===== src/common/fetch_pkg.sv =====
package fetch_pkg;

    // scalar widths with a meaning in the front end
    typedef logic [31:0] addr_t;    // byte address of an instruction
    typedef logic [31:0] inst_t;    // one instruction word
    typedef logic [4:0]  qcount_t;  // queue occupancy, holds 0..16

    // what the queue presents to decode each cycle
    typedef struct packed {
        addr_t addr1;          // master slot
        inst_t inst1;
        addr_t addr2;          // slave slot
        inst_t inst2;
        logic  in_delay_slot;  // master is a held delay-slot word
    } issue_pair_t;

    // branch correction from the consumer
    typedef struct packed {
        addr_t target;
        logic  keep_slot;      // branch went alone in the master slot
        addr_t slot_pc;        // its delay slot
    } redirect_t;

    // issue statistics
    typedef struct packed {
        logic [31:0] master_cnt;
        logic [31:0] slave_cnt;
    } perf_t;

    typedef enum logic [1:0] {
        FS_IDLE,   // waiting for start
        FS_RUN,    // walking pc
        FS_SLOT    // fetching a missing delay slot word
    } fetch_state_t;

endpackage


===== src/common/mem_pkg.sv =====
package mem_pkg;

    typedef logic [63:0] line_t;     // two words, lower word at lower address
    typedef logic [9:0]  line_idx_t; // line index into the memory

    typedef struct packed {
        logic      en;
        logic      we;
        line_idx_t line_addr;
        line_t     wdata;
    } mem_req_t;

    // owner of the memory port in the current cycle
    typedef enum logic [1:0] {
        GRANT_NONE,
        GRANT_LOADER,
        GRANT_FETCH
    } grant_t;

endpackage


===== src/hdl/fetch_unit.sv =====
`timescale 1ns/1ps

module fetch_unit
    import fetch_pkg::*;
    import mem_pkg::*;
#(
    parameter addr_t RESET_PC = '0
) (
    input  logic      clk,
    input  logic      fifo_rst,
    input  logic      start,
    input  logic      redirect_valid,
    input  redirect_t redir,
    input  logic      fetch_gnt,
    input  logic      full,
    input  logic      slot_pending,
    input  line_t     rdata,
    output mem_req_t  fetch_req,
    output logic      write_en1,
    output logic      write_en2,
    output addr_t     write_address1,
    output addr_t     write_address2,
    output inst_t     write_data1,
    output inst_t     write_data2
);

    fetch_state_t state;
    addr_t        pc;
    addr_t        slot_addr;    // delay slot to fetch before the target
    addr_t        cur_addr;
    logic         resp_pending; // read granted last cycle
    logic         stale;        // that read predates a redirect
    logic         req_fire;
    logic         resp_ok;

    assign cur_addr = (state == FS_SLOT) ? slot_addr : pc;
    assign req_fire = fetch_req.en && fetch_gnt;
    assign resp_ok  = resp_pending && !stale;

    always_comb begin
        fetch_req           = '0;
        fetch_req.line_addr = cur_addr[12:3];
        case (state)
            FS_RUN:  fetch_req.en = !full && !resp_pending && !slot_pending;
            FS_SLOT: fetch_req.en = !resp_pending;
            default: fetch_req.en = 1'b0;
        endcase
    end

    // odd word pc or slot fetch: only the upper word, through port 1
    assign write_en1      = resp_ok;
    assign write_en2      = resp_ok && (state == FS_RUN) && !cur_addr[2];
    assign write_address1 = cur_addr;
    assign write_address2 = cur_addr + 32'd4;
    assign write_data1    = cur_addr[2] ? rdata[63:32] : rdata[31:0];
    assign write_data2    = rdata[63:32];

    always_ff @(posedge clk) begin
        if (fifo_rst) begin
            state        <= FS_IDLE;
            pc           <= RESET_PC;
            slot_addr    <= '0;
            resp_pending <= 1'b0;
            stale        <= 1'b0;
        end else begin
            resp_pending <= req_fire;                   // memory answers next cycle
            stale        <= redirect_valid && req_fire; // wrong path read
            if (redirect_valid && state != FS_IDLE) begin
                state <= FS_RUN;
                pc    <= redir.target;
                if (redir.keep_slot) begin
                    slot_addr <= redir.slot_pc;
                end
            end else begin
                case (state)
                    FS_IDLE: if (start) state <= FS_RUN;
                    FS_RUN: begin
                        if (slot_pending) begin
                            state <= FS_SLOT;  // queue could not find the slot word
                        end else if (resp_ok) begin
                            pc <= {pc[31:3] + 29'd1, 3'b000}; // next line
                        end
                    end
                    FS_SLOT: if (resp_ok) state <= FS_RUN; // back to target
                    default: state <= FS_IDLE;
                endcase
            end
        end
    end

endmodule


===== config.mk =====
export PLATFORM = sky130hd
export DESIGN_NAME = fetch_unit
export DESIGN_NICKNAME = d
export VERILOG_FILES = /design/src/common/fetch_pkg.sv /design/src/common/mem_pkg.sv /design/src/hdl/fetch_unit.sv
export SDC_FILE = /design/constraint.sdc
export NUM_CORES = 1
export LEC_CHECK = 0
export BUFFER_PORTS_ARGS = -buffer_cell sky130_fd_sc_hd__buf_2
export CAP_MARGIN = 20
export CORE_MARGIN = 8
export CORE_UTILIZATION = 41
export CTS_CLUSTER_DIAMETER = 80
export DETAILED_ROUTE_END_ITERATION = 10
export GPL_ROUTABILITY_DRIVEN = 0
export PLACE_DENSITY = 0.8
export SLEW_MARGIN = 20
export SYNTH_ARGS = -nofsm -noshare
export SYNTH_HDL_FRONTEND = slang
export SYNTH_SLANG_ARGS = --single-unit

===== constraint.sdc =====
create_clock -name clk -period 2.5 [get_ports clk]
set_clock_uncertainty 0.2 [all_clocks]
set_input_delay 0.125 -clock clk [delete_from_list [all_inputs] [get_ports clk]]
set_output_delay 0.125 -clock clk [all_outputs]
set_load 0.02 [all_outputs]

# == After elaboration in Yosys (flattened, before gate mapping) ==
# Cells that the tools add are included.
# classes
mux,12
add_sub_neg,2
reduce_logical,22
n_eq_ne,9
# op_table
op,count
two-way mux 32 bit,6
"adder 32 x 3 -> 32 bit, second input constant",1
"adder 29 x 1 -> 29 bit, second input constant",1
AND reduction 3 bit,3
logical AND 1 bit,8
two-way mux 2 bit,3
"inequality test 2 bit, second input constant",3
"inequality test 3 x 2 -> 1 bit, second input constant",2
case mux 2 bit (3 select lines),1
nonzero test 2 bit,3
zero test 1 bit,5
"inequality test 3 bit, second input constant",1
"equality test 2 x 1 -> 1 bit, second input constant",1
"equality test 2 bit, second input constant",1
zero test 2 bit,1
"inequality test 2 x 1 -> 1 bit, second input constant",1
case mux 1 bit (2 select lines),1
AND reduction 2 bit,1
OR reduction 2 bit,1
two-way mux 1 bit,1
# word_totals
elab_cells,51
register_bits,68
input_bits,136

# == Logic depth before layout (Yosys ltp) ==
# depth
depth_word,6
mapped_depth,11
depth_no_buf,10

# == Least setup slack after synthesis ==
# No wires, ideal clock.
# synth_path
path_kind,register to output
start,register state[0]
end,output write_address2[24]
path_stages_with_launch,12
setup_slack_ns,-0.919
t_arrival_ns,3.094
path_cell_list,dfxtp_1 > inv_1 > ha_1 > mux2i_2 > clkbuf_1 > inv_1 > ha_1 > nand4_1 > nand2_1 > nand4_2 > nor2_1 > xnor2_1
# synth_via
elab_chain_len,3
# synth_lines
element,line_no,text
"start, declared",fetch_unit.sv:27,fetch_state_t state;
"start signal, assigned",fetch_unit.sv:60,state <= FS_IDLE;
"start signal, assigned",fetch_unit.sv:69,state <= FS_RUN;
"start signal, assigned",fetch_unit.sv:76,FS_IDLE: if (start) state <= FS_RUN;
equality test 2 bit,fetch_unit.sv:36,assign cur_addr = (state == FS_SLOT) ? slot_addr : pc;
two-way mux 32 bit,fetch_unit.sv:36,
named net write_address1[2],fetch_unit.sv:21,"output addr_t write_address1,"
adder 32 x 3 -> 32 bit,fetch_unit.sv:54,assign write_address2 = cur_addr + 32'd4;
"end, declared",fetch_unit.sv:22,"output addr_t write_address2,"
# The timed path passes the listed nets, and every way through them passes these cells.

# == Final worst setup path ==
# layout_path
start,register state[0]
end,output write_address2[27]
# layout_via
elab_chain_len,3
# layout_lines
element,line_no
equality test 2 bit,fetch_unit.sv:36
two-way mux 32 bit,fetch_unit.sv:36
adder 32 x 3 -> 32 bit,fetch_unit.sv:54
# Every way passes these cells.

==> metrics.cfg <==
[outcome]
status = finished with violations
violations = hold timing, setup timing

[timing]
hold_violations = 2
rsz0062_at_grt = yes
finalCritPeriodShare_pct = 118
layout_setup_ws_ns = -0.444
drv_slew = 0
slew_headroom_pct = 64.3
tightest_slew_ns = 0.536
finalSetupViolCount = 37
fmax_mhz = 340
hold_ws_ns = -0.00186
final_period_minus_worst_setup_slack_ns = 2.94
finalSetupTns_ns = -7.95

[final_layout]
fin_util_pct = 63.4
design_area_sq_um = 8770
diodes = 0
layout_common_cells = buf_2, nand2_1, buf_4
drive_above_1_share_pct = 43.9
final_common_cell = buf_2
area_growth_pct = 51.4
nNetsFinal = 1238
nFillCells = 1165

[setup_path]
path_class = reg2out
crit_path_start_kind = flip-flop
crit_chain = inv_4 > ha_4 > buf_4 > nand3b_1 > a22oi_4 > nand4_4 > buf_12 > or3_1 > o21a_1 > buf_2
cpPeakStageDelay_ns = 0.36
crit_required_ns = 2.17
cp_slowest_cell = or3_1
endpoint_kind = output port
crit_fanout = 9
cp.arrival_ns = 2.62

[drt]
drc = 0
ant_nets = 0
first_iter_violations = 555
dr.pass1.iters = 8
avgViaCountPerCell = 5.27
num_vias = 6746
totalWireLength_um = 26700
wl_per_cell_um = 20.9

[placed_design]
dp_hpwl_um = 20400
io_buffers = 276
place_area_sq_um = 7330

[clocking]
clock_path_buffers = 2
htree_levels = 3
cts-root-buf = clkbuf_16
clock-sinks = 68
clk_pin_slew_worst_paths_ns = 0.06
cts_made_buffers = 9
cts_tree = done
insertion_delay_ns = 0.34

[power_and_ir_drop]
power.share.sequential_pct = 24.9
intPower_w = 0.00334
netSwitchingFraction_pct = 41.8
p_leak_nw = 4.18
vdd_drop_max_uv = 420
power.switching_w = 0.00240
combPwrFrac_pct = 51.0
power_density_nw_per_um2 = 655
clockPowerShare_pct = 24.1

[yosys]
synth.distinct_cells = 64
syn_area_sq_um = 5790
synth_edf_count = 0
synthCells = 764
ys_ff_latch = 68
synth-seq-area-share_pct = 23.5
synth-async-reset-ratio_pct = 0
avgSynthCellArea_sq_um = 7.58
ys.flop_type = dfxtp_1
yosys_warnings = 0

[min_path]
hold_path.class = in2reg

[global_route]
grt_usage_pct = 27.8
grt_max_degree = 34
grt_pass1_wl_um = 39200
antenna_found_initial = 4
grt_pass1_vias = 6826
grt_overflow_total = 0

[job]
cap_violations = 0

[die]
die_h_um = 135
die_area_sq_um = 18200
core-area_sq_um = 13800
die_w_um = 135
row_count = 43
initial_core_util_pct = 41.9
ios = 342

power by group through the flow:
stage          logic [W]  registers, W  clock network, W
2_1_floorplan    0.00185       0.00139                 0
3_3_place_gp     0.00261       0.00143                 0
3_5_place_dp     0.00265       0.00144                 0
4_1_cts          0.00282       0.00142           0.00139
5_1_grt          0.00313       0.00145           0.00143
6_report         0.00293       0.00143           0.00138
path summary, 6_finish.rpt:
check	slack, ns	startpoint	depth (start not counted)	endpoint
worst max-delay path	-0.44	state[0]	10	write_address2[27]
worst min-delay path	-0.002	redir[49]	4	pc[16]
worst max register to register	0.17	pc[4]	7	pc[29]
worst min register to register	0.25	slot_addr[30]	2	slot_addr[30]
synthesized netlist by cell type (4+ instances only):
cell | count | area [sq um]
a21oi_1 | 51 | 255
a22oi_1 | 7 | 52.6
a31oi_1 | 12 | 75.1
a32o_1 | 4 | 40.0
and3_1 | 10 | 62.6
buf_2 | 4 | 20.0
buf_4 | 110 | 826
clkbuf_1 | 35 | 131
dfxtp_1 | 68 | 1360
ha_1 | 8 | 100
inv_1 | 22 | 82.6
mux2_2 | 53 | 597
mux2i_1 | 16 | 160
nand2_1 | 124 | 465
nand2b_1 | 4 | 25.0
nand3_1 | 46 | 230
nand3b_1 | 7 | 52.6
nand4_1 | 8 | 50.1
nor2_1 | 37 | 139
nor3_1 | 18 | 90.1
nor3b_1 | 4 | 30.0
nor4_1 | 6 | 37.5
o21ai_0 | 20 | 100
o31ai_1 | 5 | 37.5
or3_1 | 4 | 25.0
xnor2_1 | 13 | 114
xor2_1 | 11 | 96.3
area by class of cell:
type	instances	area [sq um]	share of cell area [%]
Clock inverter	5	75.1	0.856
Tap cell	180	225	2.57
Timing Repair Buffer	407	2810	32.0
Sequential cell	68	1370	15.6
Multi-Input combinational cell	585	3950	45.1
Clock buffer	11	243	2.77
Inverter	23	96.3	1.10
timing repair:
item                                    CTS  global route
resized for setup                        47            50
hold buffers                             62             0
setup buffers                             8             6
endpoints found under the setup margin   49            61
cloned                                    2             2
pin swaps                                11             2
endpoints found under the hold margin    61             0
per-stage QoR:
stage / worst slack, ns / total power (W) / hold WS [ns] / instances
floorplan: -0.0530 / 0.00324 / 0.0467 / 828
global placement: -0.0341 / 0.00404 / 0.169 / 1185
detailed placement: -0.0974 / 0.00409 / 0.172 / 1185
CTS: -0.398 / 0.00562 / 0.00103 / 1273
global route: -0.498 / 0.00601 / 0.0532 / 1279
finish: -0.444 / 0.00574 / -0.00186 / 1279
registers in the layout, summed over array words and instances (netlist names):
signal        count
slot_addr        32
resp_pending      1
stale             1
state             2
pc               32
cells by family (layout without fill, tap and decap cells):
family,after synthesis,count (layout),synth area share (%)
AO/OA/AOI/OAI,134,134,15.4
XOR/XNOR,24,24,3.63
adder cells (fa/ha/maj),8,8,1.73
buffers and inverters,176,446,18.9
flip-flops,68,68,23.5
multiplexers,70,70,13.3
other,1,65,0.0647
AND/OR/NAND/NOR,283,284,23.5
critical path: cells and delay by family (launching register included):
| family | cells | cell delay, ns |
|---|---|---|
| buf+inv | 4 | 0.54 |
| compound gates | 2 | 0.45 |
| flops | 1 | 0.35 |
| fa+ha+maj | 1 | 0.19 |
| simple gates | 3 | 0.73 |
layer usage:
layer,vias to the layer above,global-route usage [%],routed length (um)
met1,3131,28.7,9430
met4,6,13.0,1000
met2,384,48.8,13400
li1,3156,-,-
met5,-,0,36
met3,69,10.5,2830
No activity file was read; power rests on OpenSTA's default activity.
