[config.mk]
export PLATFORM = sky130hd
export DESIGN_NAME = inst_fifo
export DESIGN_NICKNAME = d
export VERILOG_FILES = /design/src/common/fetch_pkg.sv /design/src/inst_fifo/inst_fifo.sv
export SDC_FILE = /design/constraint.sdc
export NUM_CORES = 2
export LEC_CHECK = 0
export ABC_AREA = 1
export BUFFER_PORTS_ARGS = -buffer_cell sky130_fd_sc_hd__buf_2
export CAP_MARGIN = 20
export CELL_PAD_IN_SITES_DETAIL_PLACEMENT = 1
export CELL_PAD_IN_SITES_GLOBAL_PLACEMENT = 1
export CORE_MARGIN = 2
export CORE_UTILIZATION = 44
export CTS_BUF_LIST = sky130_fd_sc_hd__clkbuf_4
export CTS_CLUSTER_DIAMETER = 60
export DETAILED_ROUTE_END_ITERATION = 7
export PLACE_DENSITY_LB_ADDON = 0.12
export SYNTH_ARGS = -nofsm -noshare
export SYNTH_HDL_FRONTEND = slang
export SYNTH_SLANG_ARGS = --single-unit
export TNS_END_PERCENT = 5
[constraint.sdc]
create_clock -name clk -period 5.8 [get_ports clk]
set_input_delay 0.58 -clock clk [delete_from_list [all_inputs] [get_ports clk]]
set_output_delay 0.58 -clock clk [all_outputs]
set_load 0.005 [all_outputs]
[src/common/fetch_pkg.sv]
package fetch_pkg;

    // scalar widths with a meaning in the front end
    typedef logic [31:0] addr_t;    // byte address of an instruction
    typedef logic [31:0] inst_t;    // one instruction word
    typedef logic [4:0]  qcount_t;  // queue occupancy, holds 0..16

    // what the queue presents to decode each cycle
    typedef struct packed {
        addr_t addr1;          // master slot
        inst_t inst1;
        addr_t addr2;          // slave slot
        inst_t inst2;
        logic  in_delay_slot;  // master is a held delay-slot word
    } issue_pair_t;

    // branch correction from the consumer
    typedef struct packed {
        addr_t target;
        logic  keep_slot;      // branch went alone in the master slot
        addr_t slot_pc;        // its delay slot
    } redirect_t;

    // issue statistics
    typedef struct packed {
        logic [31:0] master_cnt;
        logic [31:0] slave_cnt;
    } perf_t;

    typedef enum logic [1:0] {
        FS_IDLE,   // waiting for start
        FS_RUN,    // walking pc
        FS_SLOT    // fetching a missing delay slot word
    } fetch_state_t;

endpackage

[src/inst_fifo/inst_fifo.sv]
`timescale 1ns/1ps

module inst_fifo
    import fetch_pkg::*;
#(
    parameter int DEPTH_LOG2 = 4
) (
    input  logic        clk,
    input  logic        fifo_rst,
    input  logic        flush,         // branch redirect, drop everything
    input  logic        delay_flush,   // keep the delay slot of that branch
    input  logic        read_en1,      // master issues
    input  logic        read_en2,      // slave issues
    input  logic        write_en1,
    input  logic        write_en2,
    input  addr_t       write_address1,
    input  addr_t       write_address2,
    input  inst_t       write_data1,
    input  inst_t       write_data2,
    output issue_pair_t issue,
    output logic        empty,
    output logic        almost_empty,
    output logic        full,
    output logic        slot_pending,  // slot word still to come from fetch
    output perf_t       perf
);

    localparam int      DEPTH      = 1 << DEPTH_LOG2;
    localparam qcount_t FULL_LEVEL = qcount_t'(DEPTH - 2); // no room for a whole line

    addr_t addr_q [DEPTH];
    inst_t inst_q [DEPTH];

    logic [DEPTH_LOG2-1:0] wr_ptr;
    logic [DEPTH_LOG2-1:0] rd_ptr;
    logic [DEPTH_LOG2-1:0] wr_nxt;
    logic [DEPTH_LOG2-1:0] rd_nxt;
    qcount_t count;
    qcount_t wr_num;
    qcount_t rd_num;

    // delay slot register
    logic  slot_valid;
    logic  slot_held;
    addr_t slot_addr;
    inst_t slot_inst;

    logic ring_we1;
    logic ring_we2;
    logic rd_fire1;
    logic rd_fire2;
    logic two_avail;
    logic master_fire;

    assign wr_nxt    = wr_ptr + 1'b1;
    assign rd_nxt    = rd_ptr + 1'b1;
    assign two_avail = count >= qcount_t'(2);
    assign slot_held = slot_valid && !slot_pending; // slot word present, overrides queue

    assign empty        = (count == '0) && !slot_held;
    assign almost_empty = (count == qcount_t'(1));
    assign full         = count >= FULL_LEVEL;

    // a word filling the pending slot does not also enter the ring
    assign ring_we1 = write_en1 && !slot_pending;
    assign ring_we2 = write_en2 && !slot_pending;

    assign rd_fire1    = read_en1 && !slot_valid && (count != '0);
    assign rd_fire2    = rd_fire1 && read_en2 && two_avail;
    assign master_fire = read_en1 && !empty;

    assign wr_num = qcount_t'(ring_we1) + qcount_t'(ring_we2);
    assign rd_num = qcount_t'(rd_fire1) + qcount_t'(rd_fire2);

    always_comb begin
        issue = '0;
        if (slot_held) begin
            issue.addr1         = slot_addr;
            issue.inst1         = slot_inst;
            issue.in_delay_slot = 1'b1;
        end else if (count != '0) begin
            issue.addr1 = addr_q[rd_ptr];
            issue.inst1 = inst_q[rd_ptr];
            if (two_avail) begin // slave only when a second entry exists
                issue.addr2 = addr_q[rd_nxt];
                issue.inst2 = inst_q[rd_nxt];
            end
        end
    end

    always_ff @(posedge clk) begin
        if (ring_we1) begin
            addr_q[wr_ptr] <= write_address1;
            inst_q[wr_ptr] <= write_data1;
        end
        if (ring_we2) begin
            addr_q[wr_nxt] <= write_address2;
            inst_q[wr_nxt] <= write_data2;
        end
    end

    always_ff @(posedge clk) begin
        if (fifo_rst || flush) begin
            wr_ptr <= '0;
            rd_ptr <= '0;
            count  <= '0;
        end else begin
            if (ring_we1) begin
                wr_ptr <= ring_we2 ? wr_ptr + 2'd2 : wr_nxt;
            end
            if (rd_fire1) begin
                rd_ptr <= rd_fire2 ? rd_ptr + 2'd2 : rd_nxt;
            end
            count <= count + wr_num - rd_num;
        end
    end

    // slot control
    always_ff @(posedge clk) begin
        if (fifo_rst) begin
            slot_valid   <= 1'b0;
            slot_pending <= 1'b0;
        end else if (flush) begin
            slot_valid   <= delay_flush;
            // neither in the ring nor arriving right now
            slot_pending <= delay_flush && !two_avail && !write_en1;
        end else if (slot_pending && write_en1) begin
            slot_pending <= 1'b0;
        end else if (slot_held && read_en1) begin
            slot_valid <= 1'b0;          // master took the slot
        end
    end

    always_ff @(posedge clk) begin
        if (flush && delay_flush) begin
            // branch sits at rd_ptr, its slot right behind it
            if (two_avail) begin
                slot_addr <= addr_q[rd_nxt];
                slot_inst <= inst_q[rd_nxt];
            end else begin
                slot_addr <= write_address1;
                slot_inst <= write_data1;
            end
        end else if (slot_pending && write_en1) begin
            slot_addr <= write_address1;
            slot_inst <= write_data1;
        end
    end

    // issue counters
    always_ff @(posedge clk) begin
        if (fifo_rst) begin
            perf <= '0;
        end else begin
            if (master_fire) begin
                perf.master_cnt <= perf.master_cnt + 32'd1;
            end
            if (rd_fire2) begin
                perf.slave_cnt <= perf.slave_cnt + 32'd1;
            end
        end
    end

    // fetch stops at the full level, so a line in flight always fits
    a_count_bound: assert property (
        @(posedge clk) disable iff (fifo_rst) count <= qcount_t'(DEPTH));

    // fetch unit writes the lower slot first
    a_write_order: assert property (
        @(posedge clk) disable iff (fifo_rst) write_en2 |-> write_en1);

endmodule

After elaboration in Yosys (flattened, before gate mapping)
Memories as Yosys holds them, arrays and structs flattened. A register that Yosys moved wholly into a read port is not among the register bits.
Index checks and enable logic that the tools add are counted.
{"block": "word_totals", "reg_bits": 143, "n_memories": 2, "ramBits": 1024, "out_inout_bits": 197, "input_bits": 136, "elab_cells": 78}
{"block": "op_classes", "magnitude_cmp": 2, "mux": 26, "n_reduce_logical": 27, "eq_ne": 2, "addsub": 10}
{"name": "addr_q", "depth": 16, "width": 32, "rd": 2, "rd_ports_with_merged_regs": 1, "write_ports": 2, "line": "inst_fifo.sv:31", "text": "addr_t addr_q [DEPTH];"}
{"name": "inst_q", "depth": 16, "width": 32, "rd": 2, "rd_ports_with_merged_regs": 1, "write_ports": 2, "line": "inst_fifo.sv:32", "text": "inst_t inst_q [DEPTH];"}
{"op": "$mux W32", "count": 6}
{"op": "$mux W64", "count": 3}
{"op": "$mux W128", "count": 1}
{"op": "$add A32 B1 Y32 const B", "count": 2}
{"op": "$mux W4", "count": 6}
{"op": "$logic_and A1 B1 Y1", "count": 14}
{"op": "$mux W1", "count": 10}
{"op": "$add A4 B1 Y4 const B", "count": 2}
{"op": "$add A4 B2 Y4 const B", "count": 2}
{"op": "$logic_not A1 Y1", "count": 6}
{"op": "$reduce_bool A2 Y1", "count": 3}
{"op": "$add A5 B2 Y5", "count": 1}
{"op": "$eq A5 B1 Y1 const B", "count": 1}
{"op": "$ge A5 B2 Y1 const B", "count": 1}
{"op": "$ge A5 B4 Y1 const B", "count": 1}
{"op": "$logic_not A5 Y1", "count": 1}
{"op": "$reduce_bool A5 Y1", "count": 1}
{"op": "$sub A5 B2 Y5", "count": 1}
{"op": "$add A1 B1 Y2", "count": 2}
{"op": "$ne A2 B2 Y1 const B", "count": 1}
{"op": "$reduce_and A2 Y1", "count": 1}
{"op": "$logic_or A1 B1 Y1", "count": 1}

Logic depth before layout (Yosys ltp)
{"block": "logic_depth", "ltp_word": 8, "mapped_depth": 15, "mapped_depth_nobuf": 14}

Worst setup path before layout
OpenSTA, ideal clock, no wires.
{"block": "synth_timing", "path_kind": "input to register", "start": "input write_en1", "end": "memory addr_q[7][0] (netlist bit), enable pin", "path_slack_ns": -0.412, "setup_ns": 0.574, "path_buffers": 0, "path_stages": 4, "arrival_time_ns": 5.638, "required_ns": 5.226, "path_cell_list": "inv_1 -> nor2_1 -> nand2_1 -> o21ai_0"}
{"element": "from (decl)", "line": "inst_fifo.sv:14", "text": "input logic write_en1,"}
{"element": "to (decl)", "line": "inst_fifo.sv:31"}

==> flow_summary.toml <==
[outcome]
status = "completed"

[layout]
final_nets = 9089
finish.utilization = 0.495
final_common_cell = "nand2_1"
layout_common_cells = "nand2_1, o21ai_0, edfxtp_1, nand3_1, inv_1"
design_area_sq_mm = 0.0775
area_delta_synth_final_pct = 11.5
layout-drive-gt1-share = 0.111

[yosys]
synth_flop_cell = "edfxtp_1"
synthAdderAreaFrac = 0.00410
yosysSeqAreaShare = 0.494
synth.top_cell.area_share = 0.470
synth-xor-area-share = 0.00189
synth.largest_area_cell = "edfxtp_1"
synth_area_sq_mm = 0.0695
synth_edf_count = 1088
synth.area.top_cells = "edfxtp_1, nand2_1, o21ai_0"
synth_compound_area_frac = 0.217
synth_seq_cells = 1171
yosysWarningCount = 0
synthCells = 8868
synth_fp_nets = 9025
synth_cell_types = 32
synthMuxAreaShare = 0
synth-simple-area-share = 0.192
async_flop_share = 0
avgSynthCellArea_sq_um = 7.84
synth_top_family_by_area = "compound AO/OA/AOI/OAI gates"

[pwr]
combPwrFrac = 0.276
swShare = 0.370
clkPwrFrac = 0.327
cellLeakagePower_nw = 31.8
p_seq_frac = 0.397
p_sw_mw = 9.08
power_density_mw_per_mm2 = 317
totalPowerFinal_mw = 24.5
vdd_drop_max_v = 0.000398
p_int_mw = 15.5

[drt]
via_count = 70100
ant_nets = 0
drt_first_pass_iters = 6
drc = 0
via_per_inst = 6.25
wire_per_inst_microns = 26.8
drt-initial-drc-count = 7768
drt_wl_total_microns = 300000

[worst_setup_path]
worst-path-stages = 9
cp_max_fo = 114
critPathBufInv = 3
slowest_delay_ns = 0.77
path_cells = "ha_4 -> inv_8 -> buf_4 -> a21oi_1 -> o21ai_1 -> nand3_1 -> nand3_1 -> a21oi_1 -> buf_2"
end_kind = "primary output"
cp.required_ns = 5.22
cp_slowest_cell = "dfxtp_4"
reg2regPathDepth = 10
worstSetupStartpointType = "register"
critPathTopFamily = "buffers and inverters"
worstPathArrival_ns = 5.12
criticalPathCategory = "reg -> out"

[grt]
grt_max_degree = 226
antenna_found_initial = 11
grt_pass1_wl_microns = 444000
grt_remaining_overflow = 0
grt_usage = 0.364
grt_pass1_vias = 71200

[floorplan]
die_area_sq_mm = 0.161
row_count = 145
io_pins = 333
design.core.area_sq_mm = 0.157
die_h_microns = 401
start_util = 0.444
fp.dieW_microns = 401

[placed_design]
dpl_cell_area_sq_mm = 0.0716
dp_hpwl_microns = 155000
gp_congestion = 0.821
port_buffers = 332

[clock_network]
cts_tree = "built"
cts.sinks = 1171
clk_latency_ns = 1.39
clk_pin_slew_ns = 0.06
cts_setup_buffers = 0
root_buffer = "clkbuf_4"
cts_buffers = 350
cts-htree-levels = 5
max-clock-path-buffers = 4

[sta]
slew_headroom = 0.0156
tightest_slew_ns = 1.48
setup_violations = 0
tns_ns = 0
fmax_mhz = 175
slew_viol_final = 0
hold_viol = 0
period_needed_ns = 5.70
rsz0062_at_grt = "yes"
fin_crit_sh = 0.983
fin_skew_ns = 0.0825

[job]
cap_violations = 0

[worst_hold_path]
holdCritPathClass = "in -> reg"
holdPathStages = 5
## sequential cells by signal (all words and copies together) (netlist names), named ones only
| signal | count |
|---|---|
| slot_pending | 1 |
| wr_ptr | 4 |
| rd_ptr | 4 |
| perf | 64 |
| inst_q | 512 |
| slot_addr | 32 |
| count | 5 |
| addr_q | 512 |
| slot_valid | 1 |
| slot_inst | 32 |
## power by group through the flow
stage / Combinational [mW] / Clock (mW) / Sequential, mW
after global routing: 7.27 / 8.52 / 9.77
after global placement: 6.29 / 0 / 9.90
after floorplan: 3.86 / 0 / 9.87
after detailed placement: 6.48 / 0 / 9.92
final: 6.76 / 8.04 / 9.74
after CTS: 6.60 / 8.11 / 9.74
## cell type report
| class | count | area (sq um) |
|---|---|---|
| timing repair buffer | 598 | 4510 |
| fill | 19100 | 79000 |
| clock buffer | 509 | 3820 |
| sequential | 1171 | 34400 |
| antenna | 9 | 22.5 |
| clock inverter | 72 | 330 |
| inverter | 708 | 2710 |
| multi-input combinational | 6103 | 29200 |
| tap | 2058 | 2570 |
## cells in the mapped netlist (18+ instances only)
| cell | count |
|---|---|
| a21oi_1 | 632 |
| ha_1 | 18 |
| buf_2 | 254 |
| edfxtp_1 | 1088 |
| buf_1 | 194 |
| nor2_1 | 216 |
| nand2_1 | 2250 |
| clkbuf_1 | 425 |
| o21ai_0 | 1559 |
| inv_1 | 698 |
| dfxtp_1 | 83 |
| nand3_1 | 768 |
| nand4_1 | 20 |
| o21ai_1 | 168 |
| o211ai_1 | 429 |
## worst paths after layout
| path | end | slack, ns | from |
|---|---|---|---|
| worst max-delay path | issue[60] | 0.1 | rd_ptr[0]$_SDFFE_PP0N_ |
| worst min-delay path | register | 0.24 | flush |
| worst max register to register | addr_q[1][19]$_DFFE_PP_ | 1.68 | wr_ptr[2]$_SDFFE_PP0P_ |
| worst min register to register | perf[63]$_SDFFE_PP0P_ | 0.50 | perf[63]$_SDFFE_PP0P_ |
## worst register-to-register path: stages, from the launching register on
cell and delay [ns]:
dfxtp_1 0.46, ha_1 0.21, xor2_1 0.21, o21ai_2 0.15, nand2_1 0.10, inv_2 0.10, nand2_4 0.09, buf_4 0.81
buf_4 0.93, o21ai_0 0.22, dlygate4sd3_1 0.59
## through the flow
step	setup slack, ns	cells	hold WS, ns
6_report	0.0963	11200	0.242
4_1_cts	0.0431	11200	0.136
5_1_grt	-0.0741	11200	0.209
2_1_floorplan	-0.412	8868	0.467
3_5_place_dp	1.39	10500	0.497
3_3_place_gp	1.47	10500	0.484
## routing by layer
layer,part of all wire,GRT usage,vias to the layer above
li1,-,-,30800
met1,0.40,0.476,34800
met2,0.46,0.592,3763
met3,0.10,0.0660,825
met4,0.039,0.155,8
met5,0.00016,0,-
## cell families (layout without fill, tap and decap cells)
family	after synthesis	in the layout
AND/OR/NAND/NOR	3269	3269
AO/OA/AOI/OAI	2798	2798
buffers and inverters	1594	1887
flip-flops	1171	1171
adder cells (fa/ha/maj)	21	21
XOR/XNOR	15	15
other	0	9
## timing repair
action / CTS / global route
gates resized for setup: 2 / 1
setup endpoints to repair: 3 / 5
endpoints found under the hold margin: 1149 / 0
hold buffers: 167 / 0
pin swaps: 0 / 1
Power figures use the tool's default switching activity.
