==> config.mk <==
export PLATFORM = sky130hd
export DESIGN_NAME = imem_arbiter
export DESIGN_NICKNAME = d
export VERILOG_FILES = /design/src/common/mem_pkg.sv /design/src/hdl/imem_arbiter.sv
export SDC_FILE = /design/constraint.sdc
export NUM_CORES = 1
export LEC_CHECK = 0
export ABC_AREA = 1
export BUFFER_PORTS_ARGS = -buffer_cell sky130_fd_sc_hd__clkbuf_2
export CELL_PAD_IN_SITES_DETAIL_PLACEMENT = 1
export CELL_PAD_IN_SITES_GLOBAL_PLACEMENT = 1
export CORE_ASPECT_RATIO = 1.1
export CORE_MARGIN = 8
export CORE_UTILIZATION = 12
export DETAILED_ROUTE_END_ITERATION = 16
export GPL_ROUTABILITY_DRIVEN = 0
export PLACE_DENSITY = 0.85
export SETUP_SLACK_MARGIN = 0.05
export SYNTH_ARGS = -nofsm -noshare
export SYNTH_HDL_FRONTEND = slang
export SYNTH_SLANG_ARGS = --single-unit
==> constraint.sdc <==
create_clock -name vclk -period 0.8
set_input_delay 0 -clock vclk [all_inputs]
set_output_delay 0 -clock vclk [all_outputs]
set_load 0.05 [all_outputs]
==> src/common/mem_pkg.sv <==
package mem_pkg;

    typedef logic [63:0] line_t;     // two words, lower word at lower address
    typedef logic [9:0]  line_idx_t; // line index into the memory

    typedef struct packed {
        logic      en;
        logic      we;
        line_idx_t line_addr;
        line_t     wdata;
    } mem_req_t;

    // owner of the memory port in the current cycle
    typedef enum logic [1:0] {
        GRANT_NONE,
        GRANT_LOADER,
        GRANT_FETCH
    } grant_t;

endpackage

==> src/hdl/imem_arbiter.sv <==
`timescale 1ns/1ps

module imem_arbiter
    import mem_pkg::*;
(
    input  mem_req_t load_req,
    input  mem_req_t fetch_req,
    output mem_req_t mem_req,
    output logic     fetch_gnt,
    output grant_t   grant
);

    // loader always wins and fetch just holds its request
    always_comb begin
        mem_req   = '0;
        fetch_gnt = 1'b0;
        grant     = GRANT_NONE;
        if (load_req.en) begin
            mem_req = load_req;
            grant   = GRANT_LOADER;
        end else if (fetch_req.en) begin
            mem_req   = fetch_req;
            fetch_gnt = 1'b1;
            grant     = GRANT_FETCH;
        end
    end

    // each requester has a fixed direction on the port
    always_comb begin
        if (load_req.en) begin
            a_loader_write: assert (load_req.we);
        end
        if (fetch_req.en) begin
            a_fetch_read: assert (!fetch_req.we);
        end
    end

endmodule

* Word-level counts from Yosys, hierarchy flattened *
Index checks and enable logic that the tools add are counted.

storage, ports and cells
  output and inout bits = 79
  register bits after elaboration = 0
  logic and storage cells = 6
  input port bits = 152

cells by class
  multiplexer cells = 6

operator list
  operator            count
  76-bit two-way mux  2
  2-bit two-way mux   2
  1-bit two-way mux   2

* Depth between registers and ports, before layout *
Gate-level depths: netlist (run 1).

  depth in word-level cells = 2
  mapped depth = 6
  mapped depth without buffers = 3

* Worst setup path after synthesis (run 1) *
Ideal clock, no wire load.

  kind = in2out
  from = input port fetch_req[75] in the netlist's numbering
  to = output port grant[1]
  required time = 800 ps
  arrival time = 1328 ps
  setup slack = -528 ps
  path buffers = 3
  stages on the path = 5
  cell sequence = buf_4 buf_4 inv_2 nor2_1 buf_4

on the way
  cells in the longest elaborated chain, start to end = 2

RTL lines
  element            line                text
  from (decl)        imem_arbiter.sv:7   input mem_req_t fetch_req,
  2-bit two-way mux  imem_arbiter.sv:21  end else if (fetch_req.en) begin
  2-bit two-way mux  imem_arbiter.sv:18  if (load_req.en) begin
  to (decl)          imem_arbiter.sv:10  output grant_t grant

No other way between the ends.

==> impl_metrics.env, run 1 <==
export IMPL_status="complete, no violations"
export IMPL_regArea_sq_um=0
export IMPL_initial_utilization_pct=12.2
export IMPL_die_h_microns=118
export IMPL_drtPass1Iterations=4
export IMPL_finalSetupViolCount=0
export IMPL_busiest_layer="met2"
export IMPL_wire_per_inst_microns=19.1
export IMPL_die_area_sq_um=12800
export IMPL_fin_tns_setup_ns=0
export IMPL_design_area_sq_um=4020
export IMPL_placed_cell_area_sq_um=3720
export IMPL_seq_cells=0
export IMPL_track_usage_pct=15.0
export IMPL_final_hold_viol_count=0
export IMPL_ctsHoldBuffers=0
export IMPL_n_antenna_cell=0
export IMPL_worstMarginPinSlew_ns=0.213
export IMPL_drtIter0Drc=113
export IMPL_final_max_slew_viol_count=0
export IMPL_slew_headroom_pct=85.8
export IMPL_whs_path_depth=4
export IMPL_dp_hpwl_mm=8.31
export IMPL_syn_num_nets=408
export IMPL_io_buffers=231
export IMPL_via_per_inst=4.49
export IMPL_netSwitchingPower_w=0.00199
export IMPL_avgSynthCellArea_sq_um=4.43
export IMPL_grt_pass1_vias=2974
export IMPL_grt_pass1_wl_mm=15.7
export IMPL_routed_wl_mm=11.3
export IMPL_seqPwrFrac_pct=0
export IMPL_detail_route_antenna_nets=0
export IMPL_grtUsageMet1_pct=15.3
export IMPL_cp_end_kind="output pin"
export IMPL_dr_total_vias=2655
export IMPL_dieWidth_microns=109
export IMPL_worst_ep_arrival_time_ns=0.72
export IMPL_synthCells=256
export IMPL_hold_end="mem_req[2]"
export IMPL_worst_setup_path_type="primary input to output pin"
export IMPL_layout_drive_gt1_share_pct=68.8
export IMPL_path_max_fanout=38
export IMPL_core_sq_um=9260
export IMPL_clock_buffers=0
export IMPL_yosysUniqueCellTypes=9
export IMPL_internal_power_w=0.00173
export IMPL_leakagePower_nw=2.15
export IMPL_gr_total_overflow=0
export IMPL_fin_nets=628
export IMPL_max_freq_ghz=1.38
export IMPL_area_growth_pct=255
export IMPL_rsz0062_at_grt="true"
export IMPL_peakVddDrop_v=0.000417
export IMPL_min_from="load_req[2]"
export IMPL_fin_crit_ns=0.725
export IMPL_met2_usage_pct=30.9
export IMPL_drc_errors=0
export IMPL_ys_seq_area_share_pct=0
export IMPL_finalCritPeriodShare_pct=90.6
export IMPL_ios=231
export IMPL_start_kind="primary input"
export IMPL_grt_antenna_before_repair=0
export IMPL_final_cell_mix="clkbuf_2 (150), buf_12 (86), nand2_1 (78)"
export IMPL_p_comb_share_pct=100.0
export IMPL_p_sw_share_pct=53.5
export IMPL_powerDensity_nw_per_um2=925
export IMPL_grt_max_degree=40
export IMPL_cp_required_ns=0.80
export IMPL_clkPwrFrac_pct=0
export IMPL_fp_row_count=37
export IMPL_min_path_type="primary input to output pin"
export IMPL_drv_cap=0
export IMPL_ys_warnings_count=0
export IMPL_grt_use_met3_pct=3.07
export IMPL_final_common_cell="clkbuf_2"
export IMPL_syn_area_sq_um=1130
-- kinds of logic (layout without fill, tap and decap cells) --
group                  count (synthesis)  count (layout)  share of synthesized area (%)
buffers and inverters                 29             247                           16.6
AND/OR/NAND/NOR                      227             227                           83.4
-- critical path, cell delays in order --
cell and delay, ns:
buf_12 0.12, buf_16 0.21, nand2_1 0.12, nand2_2 0.12, buf_12 0.14
-- synthesized netlist by cell type --
cell | number | share of area, %
inv_2 | 2 | 0.66
buf_2 | 15 | 6.6
buf_1 | 1 | 0.33
nor2_1 | 1 | 0.33
nand3_1 | 75 | 33
clkbuf_1 | 1 | 0.33
nand2_1 | 151 | 50
buf_4 | 4 | 2.6
buf_6 | 6 | 6.0
-- stage by stage --
step                      worst slack, ns  power [W]  util [%]  hold WS, ns  std cells
after floorplan                   -0.0419    0.00165         -        0.167        256
after global placement            -0.0858    0.00345      40.2        0.336        582
after detailed placement           -0.126    0.00353      40.2        0.341        582
after CTS                         -0.0328    0.00368      42.2        0.344        588
after global routing               0.0399    0.00387      43.4        0.355        591
final                              0.0755    0.00372      43.4        0.340        591
-- power by group through the flow --
| stage | clock (W) | combinational (W) | sequential (W) |
|---|---|---|---|
| after floorplan | 0 | 0.00165 | 0 |
| after global placement | 0 | 0.00345 | 0 |
| after CTS | 0 | 0.00368 | 0 |
| final | 0 | 0.00372 | 0 |
| after detailed placement | 0 | 0.00353 | 0 |
| after global routing | 0 | 0.00387 | 0 |
-- how the worst max path moves through the flow --
stage                        startpoint          end  slack [ns]  cells after the start
after floorplan           fetch_req[75]     grant[1]       -0.04                      5
after global routing       load_req[75]  mem_req[13]        0.04                      6
after CTS                  load_req[75]  mem_req[21]       -0.03                      7
final                      load_req[75]  mem_req[72]        0.08                      5
after detailed placement   load_req[75]  mem_req[74]       -0.13                      5
after global placement     load_req[75]  mem_req[74]       -0.09                      5
-- final cells by class --
class	count	area (sq um)
tap	117	146
timing repair buffer	245	2690
inverter	2	20.0
multi-input combinational	227	1160
fill	1140	5240
-- per-layer routing --
layer  up-vias  part of all wire, %  wire length (microns)
li1       1256                    -                      -
met1      1254                   35                   3980
met2       141                   56                   6290
met3         4                  8.6                    973
met4         0                 0.42                     48
met5         -                    0                      0
-- timing repair --
item,CTS,global route
setup endpoints to repair,77,76
gates resized for setup,14,11
gates cloned,4,5
pin swaps,6,2
setup buffers,2,0
Power figures use the tool's default switching activity.
==> inputs of run 2 (changes only) <==
--- a/config.mk
+++ b/config.mk
@@ -5,16 +5,15 @@
 export SDC_FILE = /design/constraint.sdc
 export NUM_CORES = 1
 export LEC_CHECK = 0
-export ABC_AREA = 1
 export BUFFER_PORTS_ARGS = -buffer_cell sky130_fd_sc_hd__clkbuf_2
 export CELL_PAD_IN_SITES_DETAIL_PLACEMENT = 1
 export CELL_PAD_IN_SITES_GLOBAL_PLACEMENT = 1
 export CORE_ASPECT_RATIO = 1.1
 export CORE_MARGIN = 8
-export CORE_UTILIZATION = 12
+export CORE_UTILIZATION = 10
 export DETAILED_ROUTE_END_ITERATION = 16
 export GPL_ROUTABILITY_DRIVEN = 0
-export PLACE_DENSITY = 0.85
+export PLACE_DENSITY = 0.83
 export SETUP_SLACK_MARGIN = 0.05
 export SYNTH_ARGS = -nofsm -noshare
 export SYNTH_HDL_FRONTEND = slang
==> run 2 against run 1 <==
The flow now finishes with violations (negative setup slack). Final area grew 8.5%. Sequential cell count is the same. Final cell count shrank 24%. Via count shrank 25%. Total power grew 10%. Critical endpoint is now mem_req[34].
==> impl_metrics.env, run 2 <==
export IMPL_drtIter0Drc=30
export IMPL_grt_pass1_wl_mm=13.6
export IMPL_wire_per_inst_microns=23.2
export IMPL_min_path_type="primary input to output pin"
export IMPL_syn_num_nets=252
export IMPL_fin_nets=492
export IMPL_synthCells=100
export IMPL_track_usage_pct=15.1
export IMPL_place_ws_ns=-0.164
export IMPL_rsz0062_at_grt="true"
export IMPL_final_max_slew_viol_count=0
export IMPL_die_h_microns=112
export IMPL_area_growth_pct=423
export IMPL_grt_pass1_vias=2414
export IMPL_grt_antenna_before_repair=0
export IMPL_worst_ep_arrival_time_ns=0.94
export IMPL_core_sq_um=8230
export IMPL_final_cell_mix="clkbuf_2 (150), buf_12 (85), a22o_4 (73)"
export IMPL_regArea_sq_um=0
export IMPL_layout_setup_ws_ns=-0.135
export IMPL_final_common_cell="clkbuf_2"
export IMPL_path_cells="buf_8 -> nor2b_4 -> buf_8 -> clkbuf_16 -> a22o_4 -> buf_12"
export IMPL_finalSetupViolCount=76
export IMPL_peakVddDrop_v=0.000426
export IMPL_slowest_stage="a22o_4"
export IMPL_cp_required_ns=0.80
export IMPL_cp_common_cell="buf_8"
export IMPL_cp_num_cells=6
export IMPL_synth_area_leaders="a22o_1 (77%), buf_6 (12%), clkbuf_1 (2.2%), buf_2 (1.8%), buf_4 (1.8%)"
export IMPL_die_area_sq_um=11500
export IMPL_critical_path_top_delay_family="buffers and inverters"
export IMPL_fin_crit_ns=0.935
export IMPL_syn_area_sq_um=835
export IMPL_routed_wl_mm=10.4
export IMPL_grt_max_degree=29
export IMPL_status="complete, but fails checks"
export IMPL_io_buffers=231
export IMPL_whs_path_depth=3
export IMPL_synthTopCellsByCount="a22o_1 (73), buf_6 (9), clkbuf_1 (5)"
export IMPL_synth_top_cell_area_share_pct=76.6
export IMPL_fp_row_count=35
export IMPL_drtPass1Iterations=4
export IMPL_violations="negative setup slack"
export IMPL_path_max_fanout=5
export IMPL_finalCritPeriodShare_pct=117
export IMPL_design_area_sq_um=4360
export IMPL_max_freq_ghz=1.07
export IMPL_crit_buf_inv=4
export IMPL_gr_total_overflow=0
export IMPL_yosys_area_top_type="a22o_1"
export IMPL_yosysUniqueCellTypes=9
export IMPL_ios=231
export IMPL_avgSynthCellArea_sq_um=8.35
export IMPL_leakagePower_nw=2.19
export IMPL_cp_end_kind="output pin"
export IMPL_seq_cells=0
export IMPL_max_stage_delay_ns=0.23
export IMPL_dieWidth_microns=103
export IMPL_layout_drive_gt1_share_pct=99.4
export IMPL_drc_errors=0
export IMPL_worst_setup_path_type="primary input to output pin"
export IMPL_ys_seq_area_share_pct=0
export IMPL_slew_headroom_pct=77.6
export IMPL_initial_utilization_pct=10.1
export IMPL_dr_total_vias=1999
export IMPL_n_antenna_cell=0
export IMPL_worstMarginPinSlew_ns=0.337
export IMPL_final_hold_viol_count=0
export IMPL_start_kind="primary input"
export IMPL_powerDensity_nw_per_um2=939
export IMPL_dp_hpwl_mm=7.58
export IMPL_placed_cell_area_sq_um=3480
export IMPL_yosysMostFrequentCell="a22o_1"
export IMPL_via_per_inst=4.45
export IMPL_clock_buffers=0
export IMPL_drv_cap=0
export IMPL_detail_route_antenna_nets=0
export IMPL_ys_warnings_count=0
==> run 2: final cells by class <==
cell class,count,area [sq um]
timing repair buffer,257,2860
multi-input combinational,81,1360
fill,849,3870
tap,111,139
==> run 2: final timing paths <==
kind     startpoint          end  slack [ns]
max   fetch_req[75]  mem_req[34]       -0.14
min   fetch_req[37]  mem_req[37]        0.33
==> run 2: routing by layer <==
layer  GRT usage [%]  routed length (microns)
met4            3.00                      167
met3            4.74                     1110
met1            14.2                     3270
met2            30.3                     5880
met5               0                        0
==> run 2: where the power goes <==
part / switching, W / total (W) / leakage, nW / internal, W
registers: 0 / 0 / 0 / 0
clock network: 0 / 0 / 0 / 0
logic: 0.00197 / 0.00410 / 2.19 / 0.00213
==> run 2: repair_timing <==
action                                  in CTS  in global routing
resized for setup                           41                 53
endpoints found under the setup margin      78                 78
hold buffers                                 0                  0
pin swaps                                    3                  5
cloned                                       8                  3
buffers inserted                             4                  2
==> run 2: per-stage QoR <==
| stage | utilization [%] | hold WS, ns | TNS, ns | power (W) | std cells |
|---|---|---|---|---|---|
| global route | 53.0 | 0.339 | -9.50 | 0.00423 | 449 |
| finish | 53.0 | 0.330 | -8.31 | 0.00410 | 449 |
| floorplan | - | 0.167 | -0.0863 | 0.00166 | 100 |
| detailed placement | 42.3 | 0.335 | -8.45 | 0.00351 | 433 |
| CTS | 48.2 | 0.332 | -10.06 | 0.00385 | 444 |
| global placement | 42.3 | 0.328 | -6.59 | 0.00345 | 433 |
==> run 2: logic make-up (layout without fill, tap and decap cells) <==
kind of cell           after synthesis  in the layout  synth area share (%)
buffers and inverters               19            257                  18.0
AO/OA/AOI/OAI                       75             75                  77.8
AND/OR/NAND/NOR                      6              6                  4.20
==> inputs of run 3 (changes only) <==
--- a/config.mk
+++ b/config.mk
@@ -13,6 +13,7 @@
 export CORE_UTILIZATION = 10
 export DETAILED_ROUTE_END_ITERATION = 16
 export GPL_ROUTABILITY_DRIVEN = 0
+export GPL_TIMING_DRIVEN = 0
 export PLACE_DENSITY = 0.83
 export SETUP_SLACK_MARGIN = 0.05
 export SYNTH_ARGS = -nofsm -noshare
==> run 3 against run 2 <==
Critical path depth fell by 2. Sequential cell count did not move. Combinational power fell by 18%. Fmax fell by 2.1%. Total power fell by 17%. Via count fell by 3.0%. Setup slack got worse by 0.020 ns. Global-route usage fell by 1.8 points. First-iteration DRC count rose by 43%. Largest power group unchanged. The run still ends with negative setup slack left.
==> impl_metrics.env, run 3 (same netlist as run 2, synthesis figures left out) <==
export IMPL_critical_path_top_delay_family="buffers and inverters"
export IMPL_start_kind="primary input"
export IMPL_peakVddDrop_v=0.000405
export IMPL_dieWidth_microns=103
export IMPL_path_cells="buf_12 -> clkbuf_1 -> a22o_2 -> buf_8"
export IMPL_worst_ep_arrival_time_ns=0.96
export IMPL_drtIter0Drc=43
export IMPL_final_max_slew_viol_count=0
export IMPL_grt_antenna_before_repair=0
export IMPL_ios=231
export IMPL_gr_total_overflow=0
export IMPL_rsz0062_at_grt="true"
export IMPL_status="complete, but fails checks"
export IMPL_ctsHoldBuffers=0
export IMPL_cp_required_ns=0.80
export IMPL_slowest_stage="clkbuf_1"
export IMPL_dp_hpwl_mm=6.71
export IMPL_grt_pass1_wl_mm=12.3
export IMPL_cp_num_cells=4
export IMPL_seq_cells=0
export IMPL_layout_setup_ws_ns=-0.156
export IMPL_cp_startpoint="load_req[75]"
export IMPL_violations="negative setup slack"
export IMPL_fp_row_count=35
export IMPL_die_area_sq_um=11500
export IMPL_leakagePower_nw=1.89
export IMPL_area_growth_pct=328
export IMPL_seqPwrFrac_pct=0
export IMPL_core_sq_um=8230
export IMPL_cp_end_kind="output pin"
export IMPL_whs_path_depth=2
export IMPL_finalSetupViolCount=74
export IMPL_die_h_microns=112
export IMPL_via_per_inst=4.26
export IMPL_clkPwrFrac_pct=0
export IMPL_grt_pass1_vias=2257
export IMPL_drc_errors=0
export IMPL_powerDensity_nw_per_um2=946
export IMPL_max_freq_ghz=1.05
export IMPL_path_max_fanout=10
export IMPL_worst_setup_path_type="primary input to output pin"
export IMPL_internal_power_w=0.00162
export IMPL_final_hold_viol_count=0
export IMPL_track_usage_pct=13.3
export IMPL_final_common_cell="clkbuf_2"
export IMPL_regArea_sq_um=0
export IMPL_layout_drive_gt1_share_pct=97.7
export IMPL_p_comb_share_pct=100.0
export IMPL_endpoint="mem_req[11]"
export IMPL_dr_total_vias=1940
export IMPL_fin_nets=498
export IMPL_fin_crit_ns=0.956
export IMPL_grt_max_degree=11
export IMPL_finalCritPeriodShare_pct=119
export IMPL_netSwitchingPower_w=0.00176
export IMPL_worstMarginPinSlew_ns=0.518
export IMPL_p_sw_share_pct=52.0
export IMPL_fin_tns_setup_ns=-7.79
export IMPL_initial_utilization_pct=10.1
export IMPL_min_path_type="primary input to output pin"
export IMPL_detail_route_antenna_nets=0
export IMPL_clock_buffers=0
export IMPL_utilization_pct=43.4
export IMPL_final_cell_mix="clkbuf_2 (153), buf_8 (71), a22o_2 (44)"
export IMPL_crit_buf_inv=3
export IMPL_drtPass1Iterations=4
export IMPL_slew_headroom_pct=65.4
export IMPL_nFillCells=928
export IMPL_io_buffers=230
export IMPL_routed_wl_mm=8.76
export IMPL_wire_per_inst_microns=19.3
export IMPL_max_stage_delay_ns=0.42
export IMPL_drv_cap=0
export IMPL_n_antenna_cell=0
==> run 3: changes by cell type in the layout (fill, tap and decap cells not counted), moves of 2 or more <==
| cell | change |
|---|---|
| a22o_4 | -44 |
| buf_12 | -81 |
| buf_8 | +68 |
| a22o_2 | +44 |
| clkbuf_2 | +3 |
| clkbuf_16 | +6 |
| nand2_1 | +2 |
| buf_6 | +5 |
| buf_16 | -8 |
| clkbuf_1 | +3 |
| clkbuf_8 | +8 |
==> run 3: routing by layer <==
metal / share of wire (%) / GRT usage, % / routed length [microns]
met1: 34 / 13.4 / 3000
met2: 53 / 26.5 / 4650
met4: 0.31 / 0 / 27
met5: 0 / 0 / 0
met3: 12 / 4.43 / 1080
==> run 3: power by group through the flow <==
stage	clock network, W	registers, W	logic (W)
floorplan	0	0	0.00166
global placement	0	0	0.00237
detailed placement	0	0	0.00241
CTS	0	0	0.00309
global route	0	0	0.00351
finish	0	0	0.00338
==> run 3: metrics by stage <==
stage	hold slack, ns	instance area [sq um]	worst slack (ns)	cells	total power [W]
3_5_place_dp	0.333	2350	-0.284	441	0.00241
3_3_place_gp	0.333	2350	-0.277	441	0.00237
5_1_grt	0.339	3570	-0.176	455	0.00351
6_report	0.332	3570	-0.156	455	0.00338
4_1_cts	0.334	3330	-0.148	452	0.00309
2_1_floorplan	0.167	1060	-0.0863	100	0.00166
==> run 3: worst min path at each step <==
| stage | end | from |
|---|---|---|
| 2_1_floorplan | grant[0] | load_req[75] |
| 3_3_place_gp | grant[0] | load_req[75] |
| 3_5_place_dp | grant[0] | load_req[75] |
| 4_1_cts | grant[0] | load_req[75] |
| 5_1_grt | grant[0] | load_req[75] |
| 6_report | grant[0] | load_req[75] |
==> run 3: layout make-up <==
class / instances / area [sq um] / share of cell area (%)
repair buffers: 245 / 2210 / 61.8
well taps: 111 / 139 / 3.89
multi-input cells: 81 / 1010 / 28.2
plain buffers: 18 / 216 / 6.06
==> run 3: timing repair <==
item,4_1_cts,5_1_grt
pin swaps,3,2
endpoints found under the setup margin,77,77
setup buffers,10,3
gates cloned,1,1
gates resized for setup,188,87
